$ cat src/rtl/rv_front_defines.svh
`ifndef RV_FRONT_DEFINES_SVH
`define RV_FRONT_DEFINES_SVH

// Datapath width and register file size
`define RV_XLEN      32
`define RV_NUM_REGS  32

// First fetch address after reset
`define RV_RESET_PC  32'h0000_0000

// RV32I major opcodes
`define RV_OP_LOAD   7'b0000011
`define RV_OP_STORE  7'b0100011
`define RV_OP_BRANCH 7'b1100011
`define RV_OP_JAL    7'b1101111
`define RV_OP_JALR   7'b1100111
`define RV_OP_IMM    7'b0010011
`define RV_OP_REG    7'b0110011
`define RV_OP_LUI    7'b0110111
`define RV_OP_AUIPC  7'b0010111

`endif
$ cat src/rtl/rv_front_pkg.sv
`default_nettype none

`include "rv_front_defines.svh"

package rv_front_pkg;

    typedef logic [`RV_XLEN-1:0]              word_t;
    typedef logic [$clog2(`RV_NUM_REGS)-1:0]  reg_idx_t;
    typedef logic [3:0]                       alu_op_t;
    typedef logic [7:0]                       ctrl_t;

    // ALU operations requested from execute
    localparam alu_op_t ALU_ADD    = 4'd0;
    localparam alu_op_t ALU_SUB    = 4'd1;
    localparam alu_op_t ALU_AND    = 4'd2;
    localparam alu_op_t ALU_OR     = 4'd3;
    localparam alu_op_t ALU_XOR    = 4'd4;
    localparam alu_op_t ALU_SLL    = 4'd5;
    localparam alu_op_t ALU_SRL    = 4'd6;
    localparam alu_op_t ALU_SRA    = 4'd7;
    localparam alu_op_t ALU_SLT    = 4'd8;
    localparam alu_op_t ALU_SLTU   = 4'd9;
    localparam alu_op_t ALU_PASS_B = 4'd10;

    // Bit positions inside ctrl_t
    localparam int CTRL_REG_WRITE   = 0;
    localparam int CTRL_MEM_READ    = 1;
    localparam int CTRL_MEM_WRITE   = 2;
    localparam int CTRL_BRANCH      = 3;
    localparam int CTRL_JUMP        = 4;
    // Operand B from the immediate
    localparam int CTRL_ALU_SRC_IMM = 5;
    // Operand A from the pc instead of rs1
    localparam int CTRL_PC_SRC_A    = 6;
    localparam int CTRL_ILLEGAL     = 7;

endpackage

`default_nettype wire

$ cat src/rtl/rv_front_top.sv
`timescale 1ns/1ns
`default_nettype none

module rv_front_top (
    input  logic                   clk,
    input  logic                   reset,
    output rv_front_pkg::word_t    imem_addr,
    input  rv_front_pkg::word_t    imem_data,
    input  logic                   wb_valid,
    input  rv_front_pkg::reg_idx_t wb_rd,
    input  rv_front_pkg::word_t    wb_data,
    input  logic                   redirect_valid,
    input  rv_front_pkg::word_t    redirect_pc,
    output logic                   ex_valid,
    output rv_front_pkg::word_t    ex_pc,
    output rv_front_pkg::reg_idx_t ex_rd,
    output rv_front_pkg::reg_idx_t ex_rs1,
    output rv_front_pkg::reg_idx_t ex_rs2,
    output rv_front_pkg::word_t    ex_rs1_data,
    output rv_front_pkg::word_t    ex_rs2_data,
    output rv_front_pkg::word_t    ex_imm,
    output rv_front_pkg::alu_op_t  ex_alu_op,
    output rv_front_pkg::ctrl_t    ex_ctrl
);

    import rv_front_pkg::*;

    word_t    pc;
    word_t    id_pc;
    word_t    id_instr;
    logic     id_valid;
    reg_idx_t rs1;
    reg_idx_t rs2;
    reg_idx_t rd;
    logic     uses_rs1;
    logic     uses_rs2;
    word_t    imm;
    alu_op_t  alu_op;
    ctrl_t    ctrl;
    word_t    rs1_data;
    word_t    rs2_data;
    logic     stall;
    logic     ifid_write;

    assign imem_addr = pc;

    // A redirect must still reach IF/ID to flush it
    assign ifid_write = !stall || redirect_valid;

    fetch_unit i_fetch_unit (
        .clk            (clk),
        .reset          (reset),
        .stall          (stall),
        .redirect_valid (redirect_valid),
        .redirect_pc    (redirect_pc),
        .pc             (pc)
    );

    ifid_reg i_ifid_reg (
        .clk         (clk),
        .reset       (reset),
        .write       (ifid_write),
        .flush       (redirect_valid),
        .instruction (imem_data),
        .pc_in       (pc),
        .id_pc       (id_pc),
        .id_instr    (id_instr),
        .id_valid    (id_valid)
    );

    inst_decoder i_inst_decoder (
        .instr    (id_instr),
        .valid    (id_valid),
        .rs1      (rs1),
        .rs2      (rs2),
        .rd       (rd),
        .uses_rs1 (uses_rs1),
        .uses_rs2 (uses_rs2),
        .imm      (imm),
        .alu_op   (alu_op),
        .ctrl     (ctrl)
    );

    reg_file i_reg_file (
        .clk      (clk),
        .reset    (reset),
        .rs1      (rs1),
        .rs2      (rs2),
        .rs1_data (rs1_data),
        .rs2_data (rs2_data),
        .wb_valid (wb_valid),
        .wb_rd    (wb_rd),
        .wb_data  (wb_data)
    );

    hazard_unit i_hazard_unit (
        .id_valid    (id_valid),
        .id_rs1      (rs1),
        .id_rs2      (rs2),
        .uses_rs1    (uses_rs1),
        .uses_rs2    (uses_rs2),
        .ex_valid    (ex_valid),
        .ex_mem_read (ex_ctrl[CTRL_MEM_READ]),
        .ex_rd       (ex_rd),
        .stall       (stall)
    );

    idex_reg i_idex_reg (
        .clk         (clk),
        .reset       (reset),
        .bubble      (stall),
        .flush       (redirect_valid),
        .id_valid    (id_valid),
        .id_pc       (id_pc),
        .id_rs1      (rs1),
        .id_rs2      (rs2),
        .id_rd       (rd),
        .id_rs1_data (rs1_data),
        .id_rs2_data (rs2_data),
        .id_imm      (imm),
        .id_alu_op   (alu_op),
        .id_ctrl     (ctrl),
        .ex_valid    (ex_valid),
        .ex_pc       (ex_pc),
        .ex_rs1      (ex_rs1),
        .ex_rs2      (ex_rs2),
        .ex_rd       (ex_rd),
        .ex_rs1_data (ex_rs1_data),
        .ex_rs2_data (ex_rs2_data),
        .ex_imm      (ex_imm),
        .ex_alu_op   (ex_alu_op),
        .ex_ctrl     (ex_ctrl)
    );

endmodule

`default_nettype wire

$ cat src/rtl/idex_reg.sv
`timescale 1ns/1ns
`default_nettype none

module idex_reg (
    input  logic                   clk,
    input  logic                   reset,
    input  logic                   bubble,
    input  logic                   flush,
    input  logic                   id_valid,
    input  rv_front_pkg::word_t    id_pc,
    input  rv_front_pkg::reg_idx_t id_rs1,
    input  rv_front_pkg::reg_idx_t id_rs2,
    input  rv_front_pkg::reg_idx_t id_rd,
    input  rv_front_pkg::word_t    id_rs1_data,
    input  rv_front_pkg::word_t    id_rs2_data,
    input  rv_front_pkg::word_t    id_imm,
    input  rv_front_pkg::alu_op_t  id_alu_op,
    input  rv_front_pkg::ctrl_t    id_ctrl,
    output logic                   ex_valid,
    output rv_front_pkg::word_t    ex_pc,
    output rv_front_pkg::reg_idx_t ex_rs1,
    output rv_front_pkg::reg_idx_t ex_rs2,
    output rv_front_pkg::reg_idx_t ex_rd,
    output rv_front_pkg::word_t    ex_rs1_data,
    output rv_front_pkg::word_t    ex_rs2_data,
    output rv_front_pkg::word_t    ex_imm,
    output rv_front_pkg::alu_op_t  ex_alu_op,
    output rv_front_pkg::ctrl_t    ex_ctrl
);

    logic kill;

    assign kill = bubble || flush;

    always_ff @(posedge clk or posedge reset) begin
        if (reset) begin
            ex_valid <= 1'b0;
            ex_ctrl  <= '0;
        end else if (kill) begin
            ex_valid <= 1'b0;
            ex_ctrl  <= '0;
        end else begin
            ex_valid <= id_valid;
            ex_ctrl  <= id_ctrl;
        end
    end

    always_ff @(posedge clk) begin
        ex_pc       <= id_pc;
        ex_rs1      <= id_rs1;
        ex_rs2      <= id_rs2;
        ex_rd       <= id_rd;
        ex_rs1_data <= id_rs1_data;
        ex_rs2_data <= id_rs2_data;
        ex_imm      <= id_imm;
        ex_alu_op   <= id_alu_op;
    end

    // Decoder zeroes control for an invalid IF/ID slot
    a_bubble_no_ctrl: assert property (
        @(posedge clk) disable iff (reset)
        !ex_valid |-> (ex_ctrl == '0)
    ) else $error("ID/EX bubble carries control 0x%02h", ex_ctrl);

endmodule

`default_nettype wire

$ cat src/rtl/hazard_unit.sv
`timescale 1ns/1ns
`default_nettype none

module hazard_unit (
    input  logic                   id_valid,
    input  rv_front_pkg::reg_idx_t id_rs1,
    input  rv_front_pkg::reg_idx_t id_rs2,
    input  logic                   uses_rs1,
    input  logic                   uses_rs2,
    input  logic                   ex_valid,
    input  logic                   ex_mem_read,
    input  rv_front_pkg::reg_idx_t ex_rd,
    output logic                   stall
);

    logic load_in_ex;
    logic rs1_match;
    logic rs2_match;

    // Load result not ready until after execute, x0 never counts
    assign load_in_ex = ex_valid && ex_mem_read && (ex_rd != '0);

    assign rs1_match = uses_rs1 && (id_rs1 == ex_rd);
    assign rs2_match = uses_rs2 && (id_rs2 == ex_rd);

    // Clears itself once the bubble reaches ID/EX
    assign stall = id_valid && load_in_ex && (rs1_match || rs2_match);

endmodule

`default_nettype wire

$ cat src/rtl/reg_file.sv
`timescale 1ns/1ns
`default_nettype none

`include "rv_front_defines.svh"

module reg_file (
    input  logic                   clk,
    input  logic                   reset,
    input  rv_front_pkg::reg_idx_t rs1,
    input  rv_front_pkg::reg_idx_t rs2,
    output rv_front_pkg::word_t    rs1_data,
    output rv_front_pkg::word_t    rs2_data,
    input  logic                   wb_valid,
    input  rv_front_pkg::reg_idx_t wb_rd,
    input  rv_front_pkg::word_t    wb_data
);

    import rv_front_pkg::*;

    // x0 has no storage
    word_t regs [1:`RV_NUM_REGS-1];

    // Same-cycle writeback is forwarded to the reader
    function automatic word_t read_port(input reg_idx_t idx);
        if (idx == '0) begin
            read_port = '0;
        end else if (wb_valid && (wb_rd == idx)) begin
            read_port = wb_data;
        end else begin
            read_port = regs[idx];
        end
    endfunction

    always_ff @(posedge clk or posedge reset) begin
        if (reset) begin
            for (int i = 1; i < `RV_NUM_REGS; i++) begin
                regs[i] <= '0;
            end
        end else if (wb_valid && (wb_rd != '0)) begin
            regs[wb_rd] <= wb_data;
        end
    end

    always_comb begin
        rs1_data = read_port(rs1);
        rs2_data = read_port(rs2);
    end

endmodule

`default_nettype wire

$ cat src/rtl/inst_decoder.sv
`timescale 1ns/1ns
`default_nettype none

`include "rv_front_defines.svh"

module inst_decoder (
    input  rv_front_pkg::word_t    instr,
    input  logic                   valid,
    output rv_front_pkg::reg_idx_t rs1,
    output rv_front_pkg::reg_idx_t rs2,
    output rv_front_pkg::reg_idx_t rd,
    output logic                   uses_rs1,
    output logic                   uses_rs2,
    output rv_front_pkg::word_t    imm,
    output rv_front_pkg::alu_op_t  alu_op,
    output rv_front_pkg::ctrl_t    ctrl
);

    import rv_front_pkg::*;

    logic [6:0] opcode;
    logic [2:0] funct3;
    word_t      imm_i;
    word_t      imm_s;
    word_t      imm_b;
    word_t      imm_u;
    word_t      imm_j;

    // Shared by OP and OP-IMM; alt is instr[30]
    function automatic alu_op_t arith_op(input logic [2:0] f3, input logic alt,
                                         input logic is_reg);
        case (f3)
            3'b000:  arith_op = (is_reg && alt) ? ALU_SUB : ALU_ADD;
            3'b001:  arith_op = ALU_SLL;
            3'b010:  arith_op = ALU_SLT;
            3'b011:  arith_op = ALU_SLTU;
            3'b100:  arith_op = ALU_XOR;
            3'b101:  arith_op = alt ? ALU_SRA : ALU_SRL;
            3'b110:  arith_op = ALU_OR;
            default: arith_op = ALU_AND;
        endcase
    endfunction

    assign opcode = instr[6:0];
    assign funct3 = instr[14:12];
    assign rd     = instr[11:7];
    assign rs1    = instr[19:15];
    assign rs2    = instr[24:20];

    assign imm_i = {{20{instr[31]}}, instr[31:20]};
    assign imm_s = {{20{instr[31]}}, instr[31:25], instr[11:7]};
    assign imm_b = {{19{instr[31]}}, instr[31], instr[7], instr[30:25], instr[11:8], 1'b0};
    assign imm_u = {instr[31:12], 12'b0};
    assign imm_j = {{11{instr[31]}}, instr[31], instr[19:12], instr[20], instr[30:21], 1'b0};

    always_comb begin
        ctrl     = '0;
        alu_op   = ALU_ADD;
        imm      = '0;
        uses_rs1 = 1'b0;
        uses_rs2 = 1'b0;
        case (opcode)
            `RV_OP_LOAD: begin
                imm = imm_i;
                uses_rs1 = 1'b1;
                ctrl[CTRL_REG_WRITE] = 1'b1;
                ctrl[CTRL_MEM_READ] = 1'b1;
                ctrl[CTRL_ALU_SRC_IMM] = 1'b1;
            end
            `RV_OP_STORE: begin
                imm = imm_s;
                uses_rs1 = 1'b1;
                uses_rs2 = 1'b1;
                ctrl[CTRL_MEM_WRITE] = 1'b1;
                ctrl[CTRL_ALU_SRC_IMM] = 1'b1;
            end
            `RV_OP_BRANCH: begin
                imm = imm_b;
                uses_rs1 = 1'b1;
                uses_rs2 = 1'b1;
                ctrl[CTRL_BRANCH] = 1'b1;
                // Comparison kind from funct3[2:1]
                case (funct3[2:1])
                    2'b10:   alu_op = ALU_SLT;
                    2'b11:   alu_op = ALU_SLTU;
                    default: alu_op = ALU_SUB;
                endcase
            end
            `RV_OP_JAL: begin
                imm = imm_j;
                ctrl[CTRL_REG_WRITE] = 1'b1;
                ctrl[CTRL_JUMP] = 1'b1;
                ctrl[CTRL_ALU_SRC_IMM] = 1'b1;
                ctrl[CTRL_PC_SRC_A] = 1'b1;
            end
            `RV_OP_JALR: begin
                imm = imm_i;
                uses_rs1 = 1'b1;
                ctrl[CTRL_REG_WRITE] = 1'b1;
                ctrl[CTRL_JUMP] = 1'b1;
                ctrl[CTRL_ALU_SRC_IMM] = 1'b1;
            end
            `RV_OP_IMM: begin
                imm = imm_i;
                uses_rs1 = 1'b1;
                alu_op = arith_op(funct3, instr[30], 1'b0);
                ctrl[CTRL_REG_WRITE] = 1'b1;
                ctrl[CTRL_ALU_SRC_IMM] = 1'b1;
            end
            `RV_OP_REG: begin
                uses_rs1 = 1'b1;
                uses_rs2 = 1'b1;
                alu_op = arith_op(funct3, instr[30], 1'b1);
                ctrl[CTRL_REG_WRITE] = 1'b1;
            end
            `RV_OP_LUI: begin
                imm = imm_u;
                alu_op = ALU_PASS_B;
                ctrl[CTRL_REG_WRITE] = 1'b1;
                ctrl[CTRL_ALU_SRC_IMM] = 1'b1;
            end
            `RV_OP_AUIPC: begin
                imm = imm_u;
                ctrl[CTRL_REG_WRITE] = 1'b1;
                ctrl[CTRL_ALU_SRC_IMM] = 1'b1;
                ctrl[CTRL_PC_SRC_A] = 1'b1;
            end
            default: begin
                ctrl[CTRL_ILLEGAL] = 1'b1;
            end
        endcase

        // Bubbles carry no control and request no operands
        if (!valid) begin
            ctrl     = '0;
            uses_rs1 = 1'b0;
            uses_rs2 = 1'b0;
        end
    end

endmodule

`default_nettype wire

$ cat src/rtl/ifid_reg.sv
`timescale 1ns/1ns
`default_nettype none

module ifid_reg (
    input  logic                clk,
    input  logic                reset,
    input  logic                write,
    input  logic                flush,
    input  rv_front_pkg::word_t instruction,
    input  rv_front_pkg::word_t pc_in,
    output rv_front_pkg::word_t id_pc,
    output rv_front_pkg::word_t id_instr,
    output logic                id_valid
);

    always_ff @(posedge clk or posedge reset) begin
        if (reset) begin
            id_pc    <= '0;
            id_instr <= '0;
            id_valid <= 1'b0;
        end else if (write) begin
            id_pc <= pc_in;
            if (flush) begin
                // Zero word decodes as a bubble once valid is low
                id_instr <= '0;
                id_valid <= 1'b0;
            end else begin
                id_instr <= instruction;
                id_valid <= 1'b1;
            end
        end
    end

endmodule

`default_nettype wire

$ cat src/rtl/fetch_unit.sv
`timescale 1ns/1ns
`default_nettype none

`include "rv_front_defines.svh"

module fetch_unit (
    input  logic                clk,
    input  logic                reset,
    input  logic                stall,
    input  logic                redirect_valid,
    input  rv_front_pkg::word_t redirect_pc,
    output rv_front_pkg::word_t pc
);

    // Redirect beats stall, stall beats the sequential step
    always_ff @(posedge clk or posedge reset) begin
        if (reset) begin
            pc <= `RV_RESET_PC;
        end else if (redirect_valid) begin
            pc <= redirect_pc;
        end else if (!stall) begin
            pc <= pc + `RV_XLEN'd4;
        end
    end

    // Redirect targets come from execute and must keep alignment
    a_pc_aligned: assert property (
        @(posedge clk) disable iff (reset)
        pc[1:0] == 2'b00
    ) else $error("fetch pc 0x%08h not word aligned", pc);

endmodule

`default_nettype wire

$ cat config.mk
export PLATFORM = sky130hd
export DESIGN_NAME = rv_front_top
export DESIGN_NICKNAME = d
export VERILOG_FILES = /design/src/rtl/rv_front_pkg.sv /design/src/rtl/rv_front_top.sv /design/src/rtl/idex_reg.sv /design/src/rtl/hazard_unit.sv /design/src/rtl/reg_file.sv /design/src/rtl/inst_decoder.sv /design/src/rtl/ifid_reg.sv /design/src/rtl/fetch_unit.sv
export VERILOG_INCLUDE_DIRS = /design/src /design/src/rtl
export SDC_FILE = /design/constraint.sdc
export NUM_CORES = 2
export LEC_CHECK = 0
export BUFFER_PORTS_ARGS = -buffer_cell sky130_fd_sc_hd__buf_2
export CORE_MARGIN = 2
export CORE_UTILIZATION = 50
export CTS_CLUSTER_SIZE = 8
export DETAILED_ROUTE_END_ITERATION = 10
export GPL_TIMING_DRIVEN = 0
export PLACE_DENSITY_LB_ADDON = 0.1
export RECOVER_POWER = 50
export SYNTH_ARGS = -nofsm -noshare
export SYNTH_HDL_FRONTEND = slang
export SYNTH_SLANG_ARGS = --single-unit
$ cat constraint.sdc
create_clock -name clk -period 48.2 [get_ports clk]
set_input_delay 2.41 -clock clk [delete_from_list [all_inputs] [get_ports clk]]
set_output_delay 2.41 -clock clk [all_outputs]
set_load 0.01 [all_outputs]
==> results.tsv <==
stage	metric	value	unit
run_status	status	complete, but fails checks	
run_status	failing checks	capacitance limit, slew limit	
sta	Max Clk Rate	54.9	MHz
clock_tree	CTS sink count	1245	
global_routing	first-pass GRT wire length	323000	um
clock_tree	deepest clock path buffer count	3	
synthesis	main combinational cell family by area after synthesis	multiplexers	
sta	Rel. slew slack	-358	%
synthesis	Post-synth top cells	1,098 x dfrtp_1, 1,098 x mux2_2, 506 x mux4_2	
clock_tree	setup bufs post-CTS	0	
global_routing	GRT Total Usage	36.6	%
die	IO Count	293	
die	Die Height	355	um
sta	Min Hold Slack	0.357	ns
worst_setup_path	worst path required time	47.46	ns
sta	# setup viols final	0	
routing	remaining antenna violation count	0	
clock_tree	worst-skew pair later-pin latency	0.83	ns
routing	router iterations before antenna repair	7	
worst_setup_path	CP Data Arrival Time	17.47	ns
power	PwrDens	44.1	nW/um^2
synthesis	Syn Inst Count	4183	
placement	RePlAce Congestion	0.970	
routing	DRC	0	
final_layout	Final Util	57.2	%
sta	max-slew violation count	1094	
clock_tree	root buffer cell	clkbuf_16	
die	Core ar.	122000	um^2
sta	final period utilization	37.8	%
die	Die Area	126000	um^2
worst_setup_path	Worst setup EP type	async pin	
final_layout	layout cells sized above 1	41.9	%
job	max-cap violations	20	
worst_setup_path	reg-to-reg setup timing slack	40.77	ns
routing	post-DR wirelength/cell	36.0	um
clock_tree	Clk pin slew, worst setup/hold paths	0.06	ns
synthesis	#FFs+latches synth	1245	
clock_tree	clock buffer count from CTS	174	
die	Starting Density	50.5	%
placement	Cell Area, Placed	65400	um^2
power	leakage power	29.2	nW
global_routing	vias in the first global route	42955	
worst_hold_path	Hold Crit Class	register to register	
clock_tree	CTS tree	yes	
sta	Fin. Hold Viols	0	
worst_setup_path	worst r2r path cells	8	
clock_tree	htree depth	4	
worst_setup_path	crit path max fanout	124	
synthesis	synth warn	0	
synthesis	number of synthesized flops with an enable pin	0	
synthesis	adder-cell area share of the yosys netlist	0.0203	%
power	VDD IR max	40.2	uV
synthesis	Main synth FF type	dfrtp_1	
worst_setup_path	CP Launch Type	primary input	
die	Die W	355	um
synthesis	ys async rst share	88.2	%
final_layout	Final nets	4761	
sta	final clock skew	0.0386	ns
sta	final setup TNS	0	ns
global_routing	initial antenna violation count	21	
synthesis	post-synthesis compound-gate area fraction	4.84	%
clock_tree	Hold Buf Count CTS	0	
die	Rows	128	
sta	Worst-Margin Slew	6.86	ns
routing	wirelength, routed	230000	um
synthesis	Netlist cell types	58	
placement	port bufs	285	
synthesis	Syn Nets	4289	
sta	RSZ-0062 raised after global routing	no	
synthesis	Synth Area in XOR/XNOR	0.682	%
placement	DP Wirelength	157000	um
final_layout	P&R area growth vs syn	13.4	%
synthesis	register area share after synthesis	49.4	%
synthesis	Avg Inst Size Synth	14.7	um^2
worst_hold_path	WHS Path Cells	0	
final_layout	filler instances	10101	
synthesis	Mapped Area	61600	um^2
synthesis	largest cells by area after synthesis	dfrtp_1 45%, mux2_2 20%, mux4_2 18%	
routing	DR vias/cell	6.73	
routing	Vias	43101	
synthesis	Post-Synth Simple-Gate Area	3.47	%
global_routing	largest net degree at the start of global routing	125	
global_routing	GR Overflow Total	0	
synthesis	post-synthesis mux area share	38.7	%
final_layout	Final Instance Area	69800	um^2
sta	Tmin final	18.21	ns
routing	Iter 0 DRT Violations	5223	
synthesis	Yosys top cell area share	44.6	%
worst_setup_path	Setup Crit Path Kind	primary input to async pin	
clock_tree	cts repair resizes	0	
synthesis	area leader, netlist	dfrtp_1	
-- path summary, 6_finish.rpt --
path / end / startpoint
worst max-delay path: i_ifid_reg.id_instr[27] / reset
min in group asynchronous: i_reg_file.regs[688] / reset
worst min register to register: i_idex_reg.ex_rs2[0] / i_ifid_reg.id_instr[20]
worst max register to register: i_idex_reg.ex_rs2_data[27] / i_ifid_reg.id_instr[21]
worst min-delay path: i_idex_reg.ex_rs2[0] / i_ifid_reg.id_instr[20]
max in group clk: i_idex_reg.ex_rs2_data[27] / i_ifid_reg.id_instr[21]
-- critical path: stages --
cell and delay, ns:
buf_2 0.10, clkinvlp_2 1.27, clkbuf_1 3.52, clkbuf_1 4.76, clkbuf_1 5.01
-- metal layers --
| metal | up-vias | global-route usage (%) | share of wire, % |
|---|---|---|---|
| met1 | 22929 | 48.4 | 39 |
| met5 | - | 0 | 0.050 |
| met2 | 2575 | 54.2 | 44 |
| met3 | 644 | 11.4 | 11 |
| li1 | 16935 | - | - |
| met4 | 18 | 20.0 | 6.2 |
-- cell families after synthesis --
kind of cell / Yosys count
adder cells (fa/ha/maj): 1
XOR/XNOR: 48
AO/OA/AOI/OAI: 390
buffers and inverters: 435
multiplexers: 1612
AND/OR/NAND/NOR: 452
flip-flops: 1245
-- where the power goes --
part           switching, mW  internal, mW
combinational          0.246         0.313
clock                  0.486         0.680
sequential             0.128          1.23
-- flip-flops by register name (all words and copies together), names as in the netlist, 4 cells and up --
signal,flops
i_fetch_unit.pc,32
i_idex_reg.ex_alu_op,4
i_idex_reg.ex_ctrl,8
i_idex_reg.ex_imm,32
i_idex_reg.ex_pc,32
i_idex_reg.ex_rd,5
i_idex_reg.ex_rs1,5
i_idex_reg.ex_rs1_data,32
i_idex_reg.ex_rs2,5
i_idex_reg.ex_rs2_data,32
i_ifid_reg.id_instr,32
i_ifid_reg.id_pc,32
i_reg_file.regs,992
-- layout by cell type (no fill, tap or decap), types with 66 or more instances in the layout --
cell and instances:
nand2_1 182, mux2_2 1098, clkbuf_16 175, dfrtp_1 1098
mux4_2 506, nor2b_1 71, nor2_1 100, clkbuf_1 564
o22ai_1 67, a22o_1 66, a211oi_1 73, dfxtp_1 147
buf_2 176
-- layout make-up --
cell class	count	area, um^2	share of cell area, %
plain buffers	426	1730	2.47
multi-input cells	2503	29300	41.9
diodes	10	25.0	0.0358
inverters	9	35.0	0.0502
clock buffers	273	4760	6.81
flip-flops and latches	1245	30400	43.6
clock inverters	16	283	0.405
repair buffers	296	1280	1.83
well taps	1625	2030	2.91
-- through the flow --
step,cells,power (mW),worst slack [ns]
floorplan,4183,1.74,14.88
global placement,6093,1.91,1.32
detailed placement,6103,1.92,42.78
CTS,6392,3.08,43.24
global route,6393,3.18,26.92
finish,6403,3.08,29.99
No activity file was read; power rests on OpenSTA's default activity.
